[src/hw/mem_req_pkg.sv]
package mem_req_pkg;

    // access size, same coding as the axi size field for 8/16/32 bits
    typedef enum logic [1:0] {
        size_byte = 2'd0,
        size_half = 2'd1,
        size_word = 2'd2
    } size_e;

    typedef struct packed {
        logic        req;
        logic        wr;
        size_e       size;
        logic [31:0] addr;
        logic [31:0] wdata;
        // beats minus one
        logic [3:0]  len;
    } sram_req_t;

    typedef struct packed {
        logic        addr_ok;
        logic        data_ok;
        // set on the final data_ok of a transaction
        logic        last;
        logic [31:0] rdata;
    } sram_rsp_t;

    // request tagged with the id of the requester that owns it
    typedef struct packed {
        sram_req_t  cmd;
        logic [3:0] id;
    } bus_req_t;

endpackage

[src/hw/axi_pkg.sv]
package axi_pkg;

    localparam logic [1:0] burst_incr = 2'b01;

    typedef struct packed {
        logic [3:0]  id;
        logic [31:0] addr;
        logic [7:0]  len;
        logic [2:0]  size;
        logic [1:0]  burst;
        logic        valid;
    } axi_ar_t;

    typedef struct packed {
        logic [3:0]  id;
        logic [31:0] addr;
        logic [7:0]  len;
        logic [2:0]  size;
        logic [1:0]  burst;
        logic        valid;
    } axi_aw_t;

    typedef struct packed {
        logic [31:0] data;
        logic [3:0]  strb;
        logic        last;
        logic        valid;
    } axi_w_t;

    typedef struct packed {
        logic [3:0]  id;
        logic [31:0] data;
        logic        last;
        logic        valid;
    } axi_r_t;

    typedef struct packed {
        logic [3:0] id;
        logic       valid;
    } axi_b_t;

endpackage

[src/hw/sramlike_to_axi.sv]
module sramlike_to_axi (
    input  logic                   clk,
    input  logic                   rst_n,
    input  mem_req_pkg::bus_req_t  bus_req,
    output mem_req_pkg::sram_rsp_t bus_rsp,
    output axi_pkg::axi_ar_t       ar,
    input  logic                   arready,
    input  axi_pkg::axi_r_t        r,
    output logic                   rready,
    output axi_pkg::axi_aw_t       aw,
    input  logic                   awready,
    output axi_pkg::axi_w_t        w,
    input  logic                   wready,
    input  axi_pkg::axi_b_t        b,
    output logic                   bready
);

    typedef enum logic [1:0] {
        st_idle,
        st_addr,
        st_rdata,
        st_wresp
    } state_e;

    state_e     state;
    state_e     state_nxt;
    logic       aw_done;
    logic       w_done;
    logic       ar_fire;
    logic       aw_fire;
    logic       w_fire;
    logic       wr_accepted;
    logic [3:0] strb;

    // byte lanes from size and low address bits
    always_comb begin
        strb = 4'b1111;
        case (bus_req.cmd.size)
            mem_req_pkg::size_byte: strb = 4'b0001 << bus_req.cmd.addr[1:0];
            mem_req_pkg::size_half: begin
                if (bus_req.cmd.addr[1:0] == 2'd0) begin
                    strb = 4'b0011;
                end else if (bus_req.cmd.addr[1:0] == 2'd2) begin
                    strb = 4'b1100;
                end
            end
            default: strb = 4'b1111;
        endcase
    end

    always_comb begin
        ar.id    = bus_req.id;
        ar.addr  = bus_req.cmd.addr;
        ar.len   = {4'd0, bus_req.cmd.len};
        ar.size  = {1'b0, bus_req.cmd.size};
        ar.burst = axi_pkg::burst_incr;
        ar.valid = (state == st_addr) && !bus_req.cmd.wr;
    end

    always_comb begin
        aw.id    = bus_req.id;
        aw.addr  = bus_req.cmd.addr;
        aw.len   = {4'd0, bus_req.cmd.len};
        aw.size  = {1'b0, bus_req.cmd.size};
        aw.burst = axi_pkg::burst_incr;
        aw.valid = (state == st_addr) && bus_req.cmd.wr && !aw_done;
    end

    // writes are single beat, data already sits on its lanes
    always_comb begin
        w.data  = bus_req.cmd.wdata;
        w.strb  = strb;
        w.last  = 1'b1;
        w.valid = (state == st_addr) && bus_req.cmd.wr && !w_done;
    end

    assign ar_fire     = ar.valid && arready;
    assign aw_fire     = aw.valid && awready;
    assign w_fire      = w.valid && wready;
    assign wr_accepted = (aw_done || aw_fire) && (w_done || w_fire);

    assign rready = (state == st_rdata);
    assign bready = (state == st_wresp);

    always_comb begin
        bus_rsp.addr_ok = 1'b0;
        bus_rsp.data_ok = 1'b0;
        bus_rsp.last    = 1'b0;
        bus_rsp.rdata   = r.data;
        case (state)
            st_addr: bus_rsp.addr_ok = bus_req.cmd.wr ? wr_accepted : ar_fire;
            st_rdata: begin
                bus_rsp.data_ok = r.valid;
                bus_rsp.last    = r.valid && r.last;
            end
            st_wresp: begin
                bus_rsp.data_ok = b.valid;
                bus_rsp.last    = b.valid;
            end
            default: ;
        endcase
    end

    always_comb begin
        state_nxt = state;
        case (state)
            st_idle: if (bus_req.cmd.req) state_nxt = st_addr;
            st_addr: begin
                if (bus_req.cmd.wr && wr_accepted) begin
                    state_nxt = st_wresp;
                end else if (ar_fire) begin
                    state_nxt = st_rdata;
                end
            end
            st_rdata: if (r.valid && r.last) state_nxt = st_idle;
            st_wresp: if (b.valid) state_nxt = st_idle;
            default: state_nxt = st_idle;
        endcase
    end

    always_ff @(posedge clk) begin
        if (!rst_n) begin
            state   <= st_idle;
            aw_done <= 1'b0;
            w_done  <= 1'b0;
        end else begin
            state <= state_nxt;
            // aw and w may be accepted in different cycles
            if (state != st_addr || state_nxt != st_addr) begin
                aw_done <= 1'b0;
                w_done  <= 1'b0;
            end else begin
                aw_done <= aw_done || aw_fire;
                w_done  <= w_done || w_fire;
            end
        end
    end

endmodule

[config.mk]
export PLATFORM = sky130hd
export DESIGN_NAME = sramlike_to_axi
export DESIGN_NICKNAME = d
export VERILOG_FILES = /design/src/hw/mem_req_pkg.sv /design/src/hw/axi_pkg.sv /design/src/hw/sramlike_to_axi.sv
export SDC_FILE = /design/constraint.sdc
export NUM_CORES = 1
export LEC_CHECK = 0
export BUFFER_PORTS_ARGS = -buffer_cell sky130_fd_sc_hd__buf_2
export CAP_MARGIN = 15
export CORE_AREA = 2 2 115 117
export CTS_BUF_LIST = sky130_fd_sc_hd__clkbuf_8
export DETAILED_ROUTE_END_ITERATION = 12
export DIE_AREA = 0 0 117 119
export PLACE_DENSITY = 0.55
export SLEW_MARGIN = 10
export SYNTH_ARGS = -nofsm -noshare
export SYNTH_HDL_FRONTEND = slang
export SYNTH_SLANG_ARGS = --single-unit
[constraint.sdc]
create_clock -name clk -period 2.04 [get_ports clk]
set_input_delay 0.51 -clock clk [delete_from_list [all_inputs] [get_ports clk]]
set_output_delay 0.51 -clock clk [all_outputs]
set_load 0.02 [all_outputs]
==> impl_metrics.py <==
metrics = {
    "synth": {
        "synth-edff-count": 0,
        "yosys.area_share.adder_pct": 0,
        "syn_area_um2": 1535,
        "synth-async-reset-ratio_pct": 0,
        "synth-simple-area-share_pct": 7.172,
        "netlist_instances": 205,
        "synth_compound_area_share_pct": 7.172,
        "synth-seq-cells": 4,
        "synthMuxAreaShare_pct": 0,
        "yosys_warnings": 0,
        "synth_xor_area_share_pct": 0,
        "syn_area_per_cell_um2": 7.489,
        "synth_ff_type": "dfxtp_1",
        "synth_cell_types": 22,
        "yosysSeqAreaShare_pct": 5.216,
        "synth_top_family_by_area": "buffers and inverters",
    },
    "global_route": {
        "grt_start_max_net_pins": 9,
        "grt-ovfl-total": 0,
        "grt_pass1_vias": 564,
        "grt_pass1_wl_um": 2891,
        "grt_usage_pct": 2.765,
        "antenna_found_initial": 0,
    },
    "flow_run": {
        "maxCapViolCount": 0,
    },
    "worst_setup_path": {
        "path_cells": "and2b_1 > nand2_1 > nor2_1 > buf_2",
        "critical_path_class": "flop to output port",
        "critPathRequiredTime_ps": 1530,
        "cpMaxStageDelayCell": "dfxtp_1",
        "critPathCaptureType": "output port",
        "worstPathBufferInverterCount": 1,
        "cpPeakStageDelay_ps": 470,
        "cp_top_family": "flip-flops",
        "crit_arrival_ps": 1300,
        "startpoint_type": "flop",
        "cp_max_fo": 8,
    },
    "clock_tree": {
        "cts_sinks": 4,
        "cts_buffers": 3,
        "postCtsSetupBuffers": 0,
        "htreeDepth": 1,
        "cts_tree": "built",
        "clock_latency_ps": 210,
        "clk_pin_slew_worst_paths_ps": 30,
        "hold_buffers": 0,
        "ctsResizeCount": 0,
        "cts_root_buf": "clkbuf_8",
        "clockBufferDepth": 2,
    },
    "placement": {
        "place_hpwl_um": 1922,
        "port_buffers": 33,
        "dp.cells": 264,
        "globalplace.congestion": 0.5926,
    },
    "timing": {
        "fmax_ghz": 0.5524,
        "rsz0062_at_grt": "no",
        "finalSetupViolCount": 0,
        "min_period_ps": 1810,
        "finalSetupTns_ps": 0,
        "finalHoldViolCount": 0,
        "slew_viol_final": 0,
        "fin_crit_sh_pct": 88.75,
        "final.setup_skew_ps": 2.549,
    },
    "detailed_routing": {
        "vias": 621,
        "routed_wl_um": 2273,
        "drt_iter0_drc": 4,
        "ant_nets": 0,
        "viasPerCell": 2.326,
        "wire_per_inst_um": 8.513,
        "post-route-drc-count": 0,
        "drtPass1Iterations": 2,
    },
    "floorplan": {
        "ioPinCount": 299,
        "start_util_pct": 11.92,
        "core_um2": 12870,
        "die_h_um": 119,
        "rows": 42,
        "die_x_um": 117,
        "fp.dieArea_um2": 13920,
    },
    "outcome": {
        "status": "complete, no violations",
    },
    "power": {
        "power_switching_share_pct": 34.13,
        "p_int_mw": 0.2489,
        "p_seq_share_pct": 23.6,
        "vdd_drop_max_v": 0.0002611,
        "clkPwrFrac_pct": 43.2,
        "power_density_nw_per_um2": 480.1,
        "p_switching_mw": 0.1290,
        "p_comb_share_pct": 33.2,
        "p_leak_nw": 0.3322,
    },
    "finish": {
        "antenna_cells": 0,
        "nFillCells": 1520,
        "stdcell_count": 267,
        "final_nets": 217,
        "layout-drive-gt1-share_pct": 40.66,
        "area_delta_synth_final_pct": -48.74,
    },
    "hold_path": {
        "hp-class": "flop to flop",
    },
}
## worst reg2reg max path: stages (launching register included)
cell and delay (ps):
dfxtp_1 440, and2b_1 270, o21a_2 140, o21a_1 170
## logic make-up (layout without fill, tap and decap cells)
| logic type | count (synthesis) | count (layout) |
|---|---|---|
| buffers and inverters | 164 | 37 |
| AND/OR/NAND/NOR | 20 | 20 |
| AO/OA/AOI/OAI | 15 | 15 |
| flip-flops | 4 | 4 |
| other | 2 | 15 |
## Yosys cell counts, drive strengths merged, types with 2 or more instances
cell type	number	share of area, %
dfxtp	4	5.2
nand2	2	0.49
o21a	3	1.5
nor2b	5	2.0
buf	163	80
conb	2	0.49
nor2	7	1.7
a21oi	3	0.98
a21boi	2	0.98
o21bai	3	1.5
## cells in the final DEF (no fill, tap or decap), types with 2 or more instances in the layout
cell,synthesis,routed
a21boi_0,2,2
dfxtp_1,4,4
conb_1,2,15
nor2b_1,5,5
nor2_1,7,7
clkbuf_8,0,3
o21a_1,2,2
o21bai_1,3,3
nand2_1,2,2
a21oi_1,3,3
buf_2,0,33
## power by group through the flow
stage | combinational [mW] | clock (mW) | sequential (mW)
global placement | 0.126 | 0 | 0.0910
finish | 0.125 | 0.163 | 0.0894
CTS | 0.127 | 0.168 | 0.0899
detailed placement | 0.126 | 0 | 0.0911
global route | 0.139 | 0.169 | 0.0903
floorplan | 0.517 | 0 | 0.0871
## worst paths after layout
path	cells past startpoint	startpoint	endpoint	slack [ps]
max	4	state[0]	w[0]	230
min	2	w_done	w_done	500
max reg2reg	3	state[1]	state[1]	910
min reg2reg	2	w_done	w_done	500
## state kept, by name, summed over array words and instances (netlist names)
name	cells
aw_done	1
state	2
w_done	1
## layout make-up
class	count	area, um2	share of cell area, %
multi-input combinational	50	276.5	35.14
sequential	4	80.08	10.17
timing repair buffer	33	165.2	20.99
inverter	1	3.754	0.4769
clock buffer	3	41.29	5.246
tap	176	220.2	27.98
## metrics by stage
step	total power [mW]	util, %	hold WS, ps	setup slack (ps)	cell area (um2)
6_report	0.3779	6.113	499.2	229.6	787.0
5_1_grt	0.3987	6.113	538.3	135.2	787.0
4_1_cts	0.3846	6.113	499.0	185.9	787.0
3_5_place_dp	0.2173	5.792	492.2	321.5	745.7
3_3_place_gp	0.2173	5.792	495.7	323.4	745.7
2_1_floorplan	0.6039	-	459.5	427.0	1584
## per-layer routing
metal / vias up / part of all wire (%) / track usage [%]
li1: 231 / - / -
met3: 58 / 23 / 2.188
met4: 0 / 16 / 5.735
met5: - / 0 / 0
met2: 85 / 40 / 3.721
met1: 247 / 21 / 1.267
Note: power is estimated with default switching activity, not from simulation.
