===== config.mk =====
export PLATFORM = sky130hd
export DESIGN_NAME = sramlike_arbiter
export DESIGN_NICKNAME = d
export VERILOG_FILES = /design/src/hw/mem_req_pkg.sv /design/src/hw/sramlike_arbiter.sv
export SDC_FILE = /design/constraint.sdc
export NUM_CORES = 1
export LEC_CHECK = 0
export BUFFER_PORTS_ARGS = -buffer_cell sky130_fd_sc_hd__buf_2
export CORE_AREA = 5 5 124 126
export DETAILED_ROUTE_END_ITERATION = 6
export DIE_AREA = 0 0 129 131
export PLACE_DENSITY = 0.45
export SLEW_MARGIN = 20
export SYNTH_ARGS = -nofsm -noshare
export SYNTH_HDL_FRONTEND = slang
export SYNTH_SLANG_ARGS = --single-unit

===== constraint.sdc =====
create_clock -name clk -period 1.65 [get_ports clk]
set_clock_uncertainty 0.05 [all_clocks]
set_input_delay 0.33 -clock clk [delete_from_list [all_inputs] [get_ports clk]]
set_output_delay 0.33 -clock clk [all_outputs]
set_load 0.02 [all_outputs]

===== src/hw/mem_req_pkg.sv =====
package mem_req_pkg;

    // access size, same coding as the axi size field for 8/16/32 bits
    typedef enum logic [1:0] {
        size_byte = 2'd0,
        size_half = 2'd1,
        size_word = 2'd2
    } size_e;

    typedef struct packed {
        logic        req;
        logic        wr;
        size_e       size;
        logic [31:0] addr;
        logic [31:0] wdata;
        // beats minus one
        logic [3:0]  len;
    } sram_req_t;

    typedef struct packed {
        logic        addr_ok;
        logic        data_ok;
        // set on the final data_ok of a transaction
        logic        last;
        logic [31:0] rdata;
    } sram_rsp_t;

    // request tagged with the id of the requester that owns it
    typedef struct packed {
        sram_req_t  cmd;
        logic [3:0] id;
    } bus_req_t;

endpackage


===== src/hw/sramlike_arbiter.sv =====
module sramlike_arbiter #(
    parameter logic [3:0] INST_ID = 4'd0,
    parameter logic [3:0] DATA_ID = 4'd1
) (
    input  logic                   clk,
    input  logic                   rst_n,
    input  mem_req_pkg::sram_req_t inst_req,
    input  mem_req_pkg::sram_req_t data_req,
    output mem_req_pkg::sram_rsp_t inst_rsp,
    output mem_req_pkg::sram_rsp_t data_rsp,
    output mem_req_pkg::bus_req_t  bus_req,
    input  mem_req_pkg::sram_rsp_t bus_rsp
);

    logic owner_valid;
    // 0 = instruction port, 1 = data port
    // kept after release, so it also names the last winner
    logic owner_data;
    logic grant_data;
    logic txn_end;

    // data wins if alone, or on a tie when inst won last time
    assign grant_data = data_req.req && (!inst_req.req || !owner_data);
    assign txn_end    = bus_rsp.data_ok && bus_rsp.last;

    always_ff @(posedge clk) begin
        if (!rst_n) begin
            owner_valid <= 1'b0;
            owner_data  <= 1'b0;
        end else if (owner_valid) begin
            if (txn_end) begin
                owner_valid <= 1'b0;
            end
        end else if (inst_req.req || data_req.req) begin
            owner_valid <= 1'b1;
            owner_data  <= grant_data;
        end
    end

    always_comb begin
        bus_req = '0;
        if (owner_valid) begin
            bus_req.cmd = owner_data ? data_req : inst_req;
            bus_req.id  = owner_data ? DATA_ID : INST_ID;
        end
    end

    // response flags reach the owner only, read data goes to both
    always_comb begin
        inst_rsp = bus_rsp;
        data_rsp = bus_rsp;
        if (!(owner_valid && !owner_data)) begin
            inst_rsp.addr_ok = 1'b0;
            inst_rsp.data_ok = 1'b0;
            inst_rsp.last    = 1'b0;
        end
        if (!(owner_valid && owner_data)) begin
            data_rsp.addr_ok = 1'b0;
            data_rsp.data_ok = 1'b0;
            data_rsp.last    = 1'b0;
        end
    end

endmodule


==> results of run 1 <==
-- cells in the final DEF, fill, tap and decap left out --
cell type                     n
sky130_fd_sc_hd__buf_2      208
sky130_fd_sc_hd__nor2b_1     73
sky130_fd_sc_hd__mux2i_1     69
sky130_fd_sc_hd__buf_4       18
sky130_fd_sc_hd__clkbuf_16    7
sky130_fd_sc_hd__buf_6        6
sky130_fd_sc_hd__buf_12       4
sky130_fd_sc_hd__and2_1       3
sky130_fd_sc_hd__and3_1       3
sky130_fd_sc_hd__conb_1       3
sky130_fd_sc_hd__mux2i_2      2
sky130_fd_sc_hd__nand2_1      2
sky130_fd_sc_hd__mux2i_4      1
sky130_fd_sc_hd__nor2b_4      1
sky130_fd_sc_hd__and2_4       1
sky130_fd_sc_hd__nand3_1      1
sky130_fd_sc_hd__o311a_1      1
sky130_fd_sc_hd__o32ai_1      1
sky130_fd_sc_hd__clkbuf_1     1
sky130_fd_sc_hd__dfxtp_4      1
sky130_fd_sc_hd__dfxtp_2      1
sky130_fd_sc_hd__buf_16       1
sky130_fd_sc_hd__buf_8        1
-- power by group through the flow --
stage	registers [W]	logic (W)	clock network [W]
after floorplan	0.0000543	0.000813	0
after global placement	0.0000643	0.000937	0
after detailed placement	0.0000649	0.000951	0
after CTS	0.0000636	0.000964	0.000381
after global routing	0.0000620	0.00115	0.000389
final	0.0000615	0.00107	0.000373
-- kinds of logic (layout without fill, tap and decap cells) --
group	count (synthesis)	count (layout)	share of synthesized area [%]
buf+inv	85	246	32.0
simple gates	84	84	27.1
mux	72	72	37.6
compound gates	2	2	0.979
other cells	1	3	0.196
flops	2	2	2.09
-- registers in the layout (all words and copies together) (netlist names) --
name and count:
owner_data 1, owner_valid 1
-- stage by stage --
stage / area (um2) / cells / setup slack, ps / total power (W)
floorplan: 1920 / 248 / 135 / 0.000867
global placement: 2780 / 582 / 198 / 0.00100
detailed placement: 2780 / 582 / 145 / 0.00102
CTS: 2880 / 587 / -81.4 / 0.00141
global route: 3120 / 593 / -126 / 0.00160
finish: 3120 / 593 / -56.7 / 0.00151
-- cell type report --
cell class              count  share of cell area, %
clock buffers               4                   2.53
multi-input cells         161                   41.7
flip-flops and latches      2                   1.44
well taps                 184                   7.38
repair buffers            242                   47.0
-- what timing repair did --
item / CTS / global route
cloned: 0 / 4
pin swaps: 0 / 0
buffers inserted: 1 / 3
resized for setup: 5 / 34
setup endpoints to repair: 60 / 70
-- worst min-delay path by stage --
stage                 startpoint  slack (ps)          end  depth (start not counted)
floorplan           data_req[71]         420  owner_valid                          1
global placement      owner_data         490   owner_data                          2
detailed placement    owner_data         500   owner_data                          2
CTS                        rst_n         330  owner_valid                          2
global route               rst_n         340  owner_valid                          2
finish                     rst_n         330  owner_valid                          2
-- metal layers --
metal	GRT usage [%]	vias up	wire length [um]	part of all wire (%)
met1	6.42	957	2480	31
met4	2.84	0	146	1.8
met5	0	-	0	0
met3	1.34	22	868	11
met2	14.7	137	4420	56
li1	-	1063	-	-
==> results.rst, run 1 <==
.. list-table::
   :header-rows: 1

   * - Metric
     - Value
   * - Part of the Yosys area used for sequential elements
     - 2.09%
   * - Required time at the worst-slack endpoint
     - 1270 ps
   * - Final hold violation count
     - 0
   * - Maximum net fanout on the critical path
     - 14
   * - CP Buf/Inv Count
     - 3
   * - Average vias per placed instance
     - about 3.7
   * - Via count of the routed design
     - 2179
   * - Slowest cell delay on critical path
     - 370 ps
   * - Worst R2R Path Depth
     - 2
   * - Worst setup path startpoint
     - owner_data
   * - Synthesized area divided by synthesized cell count
     - 7.79 um2
   * - Endpoint of the most critical setup path
     - bus_req[29]
   * - Post-DP HPWL
     - 6400 um
   * - Clock transition at the register clock pins on the worst setup and hold paths after CTS
     - 30 ps
   * - Most used standard cell by instance count after synthesis
     - sky130_fd_sc_hd__nor2b_1
   * - Unrepaired setup endpoints after global routing
     - true
   * - Failing checks
     - setup timing
   * - Inserted Clock Buffers
     - 3
   * - Flip-flop and latch area
     - about 45 um2
   * - Synth-to-layout area growth
     - 62.8%
   * - Die footprint
     - roughly 17000 um2
   * - Run status
     - finished with violations
   * - Cell depth of the worst setup path
     - 5
   * - Diodes inserted
     - 0
   * - Leading cell types by total area after synthesis
     - sky130_fd_sc_hd__mux2i_1, sky130_fd_sc_hd__buf_4, sky130_fd_sc_hd__nor2b_1, sky130_fd_sc_hd__dfxtp_1, sky130_fd_sc_hd__clkbuf_1
   * - Total I/O pin count
     - 327
   * - Hold Buf Count CTS
     - 0
   * - Family of cells with the greatest summed delay on the critical path
     - buffers and inverters
   * - Number of port buffers
     - 227
   * - Primary FF master, synth
     - sky130_fd_sc_hd__dfxtp_1
   * - Setup total negative slack
     - -1400 ps
   * - Initial cell density of the core
     - 13.5%
   * - Max-slew violation count
     - 0
   * - Switching part of the total power
     - 39.4%
   * - Top cells by instance count after synthesis
     - sky130_fd_sc_hd__nor2b_1, sky130_fd_sc_hd__buf_4, sky130_fd_sc_hd__mux2i_1
   * - Remaining antenna violation count after routing
     - 0
   * - Number of antenna violations at the first check in global routing
     - 0
   * - CTS Root Cell
     - sky130_fd_sc_hd__clkbuf_16
   * - Post-synthesis instance area
     - roughly 1900 um2
   * - Power dissipated by switching net loads
     - 0.000593 W
   * - Number of global-route vias before repair
     - 2130
   * - Final hold slack
     - between 300 and 400 ps
   * - Flops & latches, synth
     - 2
   * - CP cell instances
     - buf_12 > clkbuf_16 > mux2i_1 > nor2b_1 > buf_2
   * - Gr usage total
     - roughly 7%
   * - Data arrival time of the worst path
     - 1330 ps
   * - Final routed wire length divided by cell count
     - 13.4 um
   * - Top cell type by total area after synthesis
     - sky130_fd_sc_hd__mux2i_1
   * - Layout Nets
     - 591
   * - Clock sink count
     - 2
   * - Final Setup Violations
     - 52
   * - Clock share of power
     - 24.8%
   * - Number of enable-type register cells in the synthesized netlist
     - 0
   * - Number of distinct library cells after synthesis
     - 15
   * - DRC violation total after the first TritonRoute iteration
     - 22
   * - Cell Int Power
     - 0.000913 W
   * - CTS tree
     - done
   * - Reg-to-Reg Start
     - owner_valid
   * - Pwr per Cell Area
     - 483 nW/um2
   * - Area of the multi-input gates
     - 1300 um2
   * - Overall overflow remaining after global route
     - 0
   * - Total wire length after detailed routing
     - 7920 um
   * - Maximum achievable frequency
     - about 0.6 GHz
   * - Final critical-path required period
     - 1710 ps
   * - Reg-to-Reg End
     - owner_valid
   * - Peak VDD IR
     - 0.238 mV
   * - YS warnings
     - 0
   * - Share of the core filled with cells in the final layout
     - 22.0%
   * - Combinational power share
     - roughly 70%
   * - Maximum number of pins on one net before global-route repair
     - 32
   * - Site Rows
     - 44
   * - Vertical die dimension
     - 131 um
   * - CP max stage cell
     - sky130_fd_sc_hd__dfxtp_4
   * - Number of H-tree branching levels
     - 1
   * - Setup CP Type
     - reg -> out
   * - Layout cell share with drive strength beyond 1
     - 61.6%
   * - Worst-skew pair later-pin latency
     - roughly 220 ps
   * - Startpoint Class
     - flop
   * - Worst path setup slack after routing
     - -56.7 ps
   * - Synthesized instance count
     - 246
   * - Global-route wire length before repair
     - 9630 um
   * - R2r setup slk
     - 620 ps
   * - Share of the synthesized area in the top cell type
     - 37.6%
   * - Fillers
     - 1572
   * - First-pass DRT Iterations
     - 3
   * - Fraction of synthesis flops using an asynchronous set or reset pin
     - 0%
   * - Total of max-cap violations
     - 0
   * - Portion of total power attributed to sequential cells
     - 4.1%
   * - Share of the cycle needed by the critical path after routing
     - 103%
   * - Routability cong.
     - 0.767
   * - Static leakage power
     - 1.61 nW
   * - Area of the core
     - 14200 um2
   * - Hold Crit Class
     - in -> reg
   * - Die extent in x
     - 129 um
   * - Maximum buffer depth of the clock tree
     - 2
   * - Crit end category
     - primary output
   * - Total DRC errors in the routed layout
     - 0
No activity file was read; power rests on OpenSTA's default activity.
==> run 2, diff against run 1 <==
CORE_AREA = 2 2 129 131   (was 5 5 124 126)
DIE_AREA = 0 0 131 133   (was 0 0 129 131)
PLACE_DENSITY = 0.41   (was 0.45)
RECOVER_POWER = 100   (was not set)
==> run 2 against run 1 <==
  * The flow still finishes with violations (setup timing)
  * Via count grew 0.41%
  * Register-to-register slack worse by 160 ps
  * Final cell count is 6.9% higher
  * Non-clock buffer count grew 5
  * Highest routed layer is now met5
  * Power increased by 3.9%
  * Clock power increased by 2%
  * Critical path depth stayed put
  * Largest power group unchanged
==> results.rst, run 2 (synthesis gave the netlist of run 1 again) <==
.. list-table::
   :header-rows: 1

   * - Metric
     - Value
   * - Max-slew violation count
     - 0 (unchanged)
   * - Die footprint
     - 17400 um2 (+3.1%)
   * - Hold Buf Count CTS
     - 0 (unchanged)
   * - Final routed wire length divided by cell count
     - 13.3 um (-0.43%)
   * - Total wire length after detailed routing
     - 8430 um (+6.5%)
   * - Final hold violation count
     - 0 (unchanged)
   * - Via count of the routed design
     - 2188 (+0.41%)
   * - Setup CP Type
     - reg -> out
   * - Synth-to-layout area growth
     - 69.6%
   * - Fillers
     - 1800 (+15%)
   * - Die extent in x
     - 131 um (+1.6%)
   * - Clock sink count
     - 2 (unchanged)
   * - Family of cells with the greatest summed delay on the critical path
     - buffers and inverters
   * - Number of antenna violations at the first check in global routing
     - 1 (+1)
   * - Maximum buffer depth of the clock tree
     - 2 (unchanged)
   * - Pwr per Cell Area
     - 481 nW/um2 (-0.28%)
   * - Diodes inserted
     - 0 (unchanged)
   * - Biggest regs
     - owner_data (1), owner_valid (1)
   * - Worst-skew pair later-pin latency
     - 220 ps (about the same)
   * - Number of port buffers
     - 227 (unchanged)
   * - Number of H-tree branching levels
     - 1 (unchanged)
   * - Total DRC errors in the routed layout
     - 0 (unchanged)
   * - Gr usage total
     - 7.21% (+0.23 points)
   * - Data arrival time of the worst path
     - 1330 ps (about the same)
   * - Most used cells in the layout excluding fill and tap cells
     - sky130_fd_sc_hd__buf_2, sky130_fd_sc_hd__nor2b_1, sky130_fd_sc_hd__mux2i_1, sky130_fd_sc_hd__buf_4, sky130_fd_sc_hd__clkbuf_16
   * - Required time at the worst-slack endpoint
     - 1270 ps (about the same)
   * - Flip-flop and latch area
     - 45.0 um2 (unchanged)
   * - Failing checks
     - setup timing
   * - Post-route insts no fill
     - 634 (+6.9%)
   * - Global-route wire length before repair
     - 9720 um (+0.86%)
   * - Final Setup Violations
     - 63 (+21%)
   * - Cell count after placement
     - 619 (+6.4%)
   * - Slowest cell delay on critical path
     - 360 ps (about the same)
   * - Hold Crit Class
     - in -> reg
   * - Remaining antenna violation count after routing
     - 0 (unchanged)
   * - Initial cell density of the core
     - 11.9% (-1.6 points)
   * - Number of global-route vias before repair
     - 2021 (-5.1%)
   * - Worst path setup slack after routing
     - -57.8 ps (-1.10 ps)
   * - Maximum number of pins on one net before global-route repair
     - 42 (+31%)
   * - Area of the core
     - 16200 um2 (+14%)
   * - Worst setup slack before clock tree synthesis
     - 142 ps (-3.09 ps)
   * - Reg-to-Reg Start
     - owner_data
   * - Inserted Clock Buffers
     - 3 (unchanged)
   * - Post-DP HPWL
     - 6250 um (-2.3%)
   * - CP cell instances
     - buf_12 > clkbuf_16 > mux2i_1 > nor2b_1 > buf_4
   * - Startpoint Class
     - flop
   * - Final hold slack
     - 328 ps (-3.80 ps)
   * - CTS tree
     - done
   * - First-pass DRT Iterations
     - 4 (+1)
   * - Average vias per placed instance
     - 3.45 (-6.1%)
   * - Final critical-path required period
     - 1710 ps (+1.10 ps)
   * - Most frequent standard cell in the layout excluding fill and tap cells
     - sky130_fd_sc_hd__buf_2
   * - Site Rows
     - 47 (+6.8%)
   * - Total I/O pin count
     - 327 (unchanged)
   * - Routability cong.
     - 0.683 (-11%)
   * - Layout Nets
     - 596 (+0.85%)
   * - CP max stage cell
     - sky130_fd_sc_hd__dfxtp_4
   * - Share of the core filled with cells in the final layout
     - 20.1% (-1.9 points)
   * - Clock transition at the register clock pins on the worst setup and hold paths after CTS
     - 30 ps (about the same)
   * - Vertical die dimension
     - 133 um (+1.5%)
   * - DRC violation total after the first TritonRoute iteration
     - 42 (+91%)
   * - CTS Root Cell
     - sky130_fd_sc_hd__clkbuf_16
   * - Overall overflow remaining after global route
     - 0 (unchanged)
   * - Run status
     - finished with violations
   * - Worst setup path startpoint
     - owner_data
   * - Hold Crit Start
     - rst_n
   * - Share of the cycle needed by the critical path after routing
     - 104% (about the same)
   * - Area of the multi-input gates
     - 1290 um2 (-0.58%)
   * - Static leakage power
     - 1.65 nW (+2.2%)
   * - Maximum achievable frequency
     - 0.586 GHz (about the same)
   * - Maximum net fanout on the critical path
     - 8 (-6)
   * - CP Buf/Inv Count
     - 3 (unchanged)
   * - Unrepaired setup endpoints after global routing
     - true
   * - Peak VDD IR
     - 0.262 mV (+9.9%)
   * - Crit end category
     - primary output
   * - Layout cell share with drive strength beyond 1
     - 61.8% (+0.22 points)
   * - Total of max-cap violations
     - 0 (unchanged)
## run 2: cell count changes in the layout (fill, tap and decap cells not counted)
cell                        before  now
sky130_fd_sc_hd__and2_1          3    4
sky130_fd_sc_hd__and2_4          1    0
sky130_fd_sc_hd__buf_12          4    7
sky130_fd_sc_hd__buf_16          1    0
sky130_fd_sc_hd__buf_2         208  201
sky130_fd_sc_hd__buf_4          18   30
sky130_fd_sc_hd__buf_6           6    2
sky130_fd_sc_hd__clkbuf_16       7    9
sky130_fd_sc_hd__nor2b_2         0    1
sky130_fd_sc_hd__nor2b_4         1    0
## run 2: metrics by stage
step,total power [W],cell area (um2),setup TNS [ps]
6_report,0.00156,3250,-1590
5_1_grt,0.00167,3250,-6110
4_1_cts,0.00141,2930,-1470
3_5_place_dp,0.00102,2840,0
3_3_place_gp,0.00103,2840,0
2_1_floorplan,0.000867,1920,0
## run 2: worst reg2reg max path: cells and delay by family, from the launching register on
| family | cells | cell delay [ps] |
|---|---|---|
| buffers and inverters | 3 | 420 |
| DFF | 1 | 350 |
| AOI/OAI and AO/OA | 1 | 270 |
## run 2: worst paths after layout
check                end  slack, ps  cells after the start
max          bus_req[48]        -60                      5
min          owner_valid        330                      2
max reg2reg   owner_data        460                      4
min reg2reg   owner_data        740                      3
## run 2: final cells by class
type	instances	area share [%]
Clock buffer	4	2.42
Multi-Input combinational cell	161	39.8
Sequential cell	2	1.39
Tap cell	220	8.47
Timing Repair Buffer	247	48.0
## run 2: timing repair
item	4_1_cts	5_1_grt
gates resized for setup	3	33
pin swaps	0	0
endpoints found under the hold margin	0	0
buffers inserted	0	3
cloned	0	8
setup endpoints to repair	51	75
## run 2: routing by layer
layer	global-route usage, %	vias up	part of all wire [%]	routed length [um]
li1	-	1072	-	-
met1	6.77	935	36	3010
met2	15.3	173	53	4490
met3	0.849	6	9.4	795
met4	2.42	2	1.3	107
met5	0	-	0.19	16
## run 2: power by group
group / total, W / switching [W] / internal (W)
logic: 0.00112 / 0.000544 / 0.000577
clock network: 0.000381 / 0.0000626 / 0.000318
registers: 0.0000631 / 0.00000934 / 0.0000538
total: 0.00156 / 0.000616 / 0.000949
==> run 3, diff against run 2 <==
ABC_AREA = 1   (was not set)
CORE_AREA = 2 2 127 129   (was 2 2 129 131)
CTS_BUF_LIST = sky130_fd_sc_hd__clkbuf_2 sky130_fd_sc_hd__clkbuf_4 sky130_fd_sc_hd__clkbuf_8   (was not set)
DIE_AREA = 0 0 129 131   (was 0 0 131 133)
PLACE_DENSITY = 0.4   (was 0.41)
==> run 3 against run 2 <==
  * The flow now finishes without violations
  * Combinational power rose by 5%
  * Critical path type unchanged
  * Non-clock buffer count is 3 lower
  * Wire length increased by 11%
  * Highest routed layer unchanged
  * Die area fell by 3.0%
  * Clock power decreased by 50%
  * Sequential power is 12% higher
  * Via count increased by 17%
==> results.rst, run 3 <==
.. list-table::
   :header-rows: 1

   * - Metric
     - Value
   * - Final hold violation count
     - 0 (unchanged)
   * - Share of the core filled with cells in the final layout
     - 21.1% (+0.98 points)
   * - Maximum buffer depth of the clock tree
     - 2 (unchanged)
   * - Via count of the routed design
     - 2567 (+17%)
   * - Crit end category
     - primary output
   * - Cell Int Power
     - 0.000773 W (-19%)
   * - Area share of and/or/nand/nor cells after synthesis
     - 56.2% (+29 points)
   * - Setup CP Type
     - reg -> out
   * - Hold Buf Count CTS
     - 0 (unchanged)
   * - Unrepaired setup endpoints after global routing
     - true
   * - Dominant combinational cell family by area after synthesis
     - simple AND/OR/NAND/NOR gates
   * - Final cell area excluding filler cells
     - 3290 um2 (+1.2%)
   * - Worst R2R Path Depth
     - 4 (unchanged)
   * - Switching part of the total power
     - 46.2% (+6.9 points)
   * - First-pass DRT Iterations
     - 4 (unchanged)
   * - Leading cell types by total area after synthesis
     - sky130_fd_sc_hd__nand2_1, sky130_fd_sc_hd__buf_4, sky130_fd_sc_hd__nand3_1, sky130_fd_sc_hd__buf_6, sky130_fd_sc_hd__buf_2
   * - Total wire length after detailed routing
     - 9320 um (+11%)
   * - Routability cong.
     - 0.701 (+2.6%)
   * - Peak VDD IR
     - 0.118 mV (-55%)
   * - Maximum net fanout on the critical path
     - 12 (+4)
   * - Hold Crit Class
     - in -> reg
   * - Number of port buffers
     - 227 (unchanged)
   * - Hold path cells
     - 3 (+1)
   * - Number of antenna violations at the first check in global routing
     - 3 (+2)
   * - Synthesized-area fraction occupied by ao, oa, aoi and oai cells
     - 0.884% (-0.095 points)
   * - Inserted Clock Buffers
     - 3 (unchanged)
   * - Diodes inserted
     - 0 (unchanged)
   * - Site Rows
     - 46 (-2.1%)
   * - Final hold slack
     - 304 ps (-24.7 ps)
   * - Combinational power share
     - 81.8% (+10 points)
   * - CTS tree
     - done
   * - R2r setup slk
     - 560 ps (+100 ps)
   * - Total of max-cap violations
     - 0 (unchanged)
   * - Post-DP HPWL
     - 6290 um (+0.55%)
   * - Synthesized area divided by synthesized cell count
     - 5.13 um2 (-34%)
   * - Number of H-tree branching levels
     - 1 (unchanged)
   * - Most used cells in the layout excluding fill and tap cells
     - sky130_fd_sc_hd__buf_2, sky130_fd_sc_hd__nand2_1, sky130_fd_sc_hd__nand3_1, sky130_fd_sc_hd__buf_6, sky130_fd_sc_hd__buf_4
   * - Maximum number of pins on one net before global-route repair
     - 51 (+21%)
   * - Overall overflow remaining after global route
     - 0 (unchanged)
   * - Vertical die dimension
     - 131 um (-1.5%)
   * - Hold path endpoint
     - owner_valid
   * - Die extent in x
     - 129 um (-1.5%)
   * - Part of the Yosys area used for sequential elements
     - 2.36% (+0.27 points)
   * - Clock share of power
     - 13.3% (-11 points)
   * - Parity-gate share of the synthesized area counting xor and xnor cells
     - 0% (unchanged)
   * - Worst setup slack before clock tree synthesis
     - 169 ps (+26.8 ps)
   * - Die footprint
     - 16900 um2 (-3.0%)
   * - Post-synthesis instance area
     - 1700 um2 (-11%)
   * - Number of global-route vias before repair
     - 2209 (+9.3%)
   * - Total DRC errors in the routed layout
     - 0 (unchanged)
   * - YS warnings
     - 0 (unchanged)
   * - Initial cell density of the core
     - 10.9% (-0.97 points)
   * - Final critical-path required period
     - 1630 ps (-75.0 ps)
   * - Startpoint Class
     - flop
   * - Number of enable-type register cells in the synthesized netlist
     - 0 (unchanged)
   * - Most frequent standard cell in the layout excluding fill and tap cells
     - sky130_fd_sc_hd__buf_2
   * - Final routed wire length divided by cell count
     - 13.2 um (-1.0%)
   * - Power dissipated by switching net loads
     - 0.000664 W (+7.9%)
   * - Number of distinct library cells after synthesis
     - 15 (unchanged)
   * - Static leakage power
     - 1.93 nW (+17%)
   * - Post-Synth Adder-Cell Area
     - 0% (unchanged)
   * - Required time at the worst-slack endpoint
     - 1270 ps (about the same)
   * - Max-slew violation count
     - 0 (unchanged)
   * - Cell count after placement
     - 696 (+12%)
   * - Global-route wire length before repair
     - 10800 um (+11%)
   * - Placement Cell Area
     - 2610 um2 (-8.2%)
   * - Fraction of synthesized area in multiplexers
     - 0% (-38 points)
   * - Layout Nets
     - 675 (+13%)
   * - Fraction of synthesis flops using an asynchronous set or reset pin
     - 0% (unchanged)
   * - Share of the cycle needed by the critical path after routing
     - 99.0% (-4.5 points)
   * - Top cells by instance count after synthesis
     - sky130_fd_sc_hd__nand2_1, sky130_fd_sc_hd__nand3_1, sky130_fd_sc_hd__buf_4
   * - Layout cell share with drive strength beyond 1
     - 54.1% (-7.8 points)
   * - Run status
     - finished, final reports clean
   * - Maximum achievable frequency
     - 0.612 GHz (+4.6%)
   * - Total I/O pin count
     - 327 (unchanged)
   * - Average vias per placed instance
     - 3.63 (+5.1%)
   * - Fillers
     - 1786 (-0.78%)
   * - Data arrival time of the worst path
     - 1250 ps (-80 ps)
   * - Final Setup Violations
     - 0 (-100%)
   * - Gr usage total
     - 8.05% (+0.84 points)
   * - Worst path setup slack after routing
     - 17.3 ps (+75.0 ps)
   * - Reg-to-Reg Start
     - owner_valid
   * - Reg-to-Reg End
     - owner_data
   * - DRC violation total after the first TritonRoute iteration
     - 84 (+100%)
   * - Flops & latches, synth
     - 2 (unchanged)
   * - Primary FF master, synth
     - sky130_fd_sc_hd__dfxtp_1
   * - Worst setup path startpoint
     - owner_valid
   * - Post-route insts no fill
     - 708 (+12%)
   * - Clock transition at the register clock pins on the worst setup and hold paths after CTS
     - 30 ps (about the same)
   * - Hold Crit Start
     - rst_n
   * - Area of the core
     - 15600 um2 (-3.6%)
   * - Worst-skew pair later-pin latency
     - 210 ps (about the same)
   * - Synth-to-layout area growth
     - 93.7%
   * - Top cell type by total area after synthesis
     - sky130_fd_sc_hd__nand2_1
   * - Share of the synthesized area in the top cell type
     - 32.7% (-4.9 points)
   * - Most used standard cell by instance count after synthesis
     - sky130_fd_sc_hd__nand2_1
   * - Synthesized instance count
     - 331 (+35%)
   * - Biggest regs
     - owner_data (1), owner_valid (1)
   * - Remaining antenna violation count after routing
     - 0 (unchanged)
   * - Pwr per Cell Area
     - 437 nW/um2 (-9.2%)
   * - Portion of total power attributed to sequential cells
     - 4.9% (+0.9 points)
   * - Clock sink count
     - 2 (unchanged)
   * - CTS Root Cell
     - sky130_fd_sc_hd__clkbuf_8
==> run 3: changes by cell type after synthesis, sizes merged, moves of 2 or more <==
cell,change
buf,+12
and2,-4
a21oi,+2
and3,-3
nor2b,-74
nor2,+7
mux2i,-72
clkbuf,-8
nand3,+72
inv,+7
nand2,+147
==> run 3: repair_timing <==
item,4_1_cts,5_1_grt
pin swaps,0,4
setup buffers,0,0
gates resized for setup,5,142
gates cloned,0,9
endpoints found under the setup margin,49,67
==> run 3: kinds of logic (layout without fill, tap and decap cells) <==
kind of cell | Yosys count | in the layout
flops | 2 | 2
other cells | 1 | 3
compound gates | 3 | 3
buf+inv | 96 | 255
simple gates | 229 | 229
==> run 3: routing by layer <==
metal	GRT usage (%)	wire [um]	vias up
met2	15.8	4810	139
met3	3.22	834	21
met5	0	41	-
li1	-	-	1298
met1	8.01	3520	1103
met4	1.53	114	6
==> run 3: per-stage QoR <==
stage               power (W)  TNS, ps
floorplan            0.000790        0
global placement     0.000989        0
detailed placement   0.000983        0
CTS                   0.00119    -11.4
global route          0.00155    -1500
finish                0.00144        0
==> run 3: how the worst max path moves through the flow <==
stage / cells after the start / end / slack, ps
after floorplan: 5 / bus_req[66] / 310
after global placement: 6 / bus_req[21] / 160
after detailed placement: 6 / bus_req[21] / 170
after CTS: 6 / bus_req[21] / -9
after global routing: 6 / bus_req[32] / -50
final: 6 / bus_req[32] / 20
==> run 3: power by group through the flow <==
stage / registers, W / clock network, W / logic (W)
final: 0.0000707 / 0.000191 / 0.00118
after global routing: 0.0000720 / 0.000204 / 0.00127
after CTS: 0.0000616 / 0.000198 / 0.000928
after detailed placement: 0.0000621 / 0 / 0.000920
after global placement: 0.0000620 / 0 / 0.000927
after floorplan: 0.0000587 / 0 / 0.000731
==> run 3: final cells by class <==
type | count | area, um2 | share of cell area (%)
flip-flops and latches | 2 | 47.5 | 1.45
clock buffers | 3 | 41.3 | 1.26
well taps | 216 | 270 | 8.22
repair inverters | 1 | 16.3 | 0.495
multi-input cells | 235 | 1030 | 31.4
inverters | 7 | 43.8 | 1.33
repair buffers | 244 | 1840 | 55.9
==> run 3: critical path: stages, from the launching register on <==
cell                        delay, ps
sky130_fd_sc_hd__dfxtp_4          430
sky130_fd_sc_hd__nand2_8          100
sky130_fd_sc_hd__clkinv_8          90
sky130_fd_sc_hd__clkbuf_16        160
sky130_fd_sc_hd__nand2_1           50
sky130_fd_sc_hd__nand2_1           80
sky130_fd_sc_hd__buf_6            120
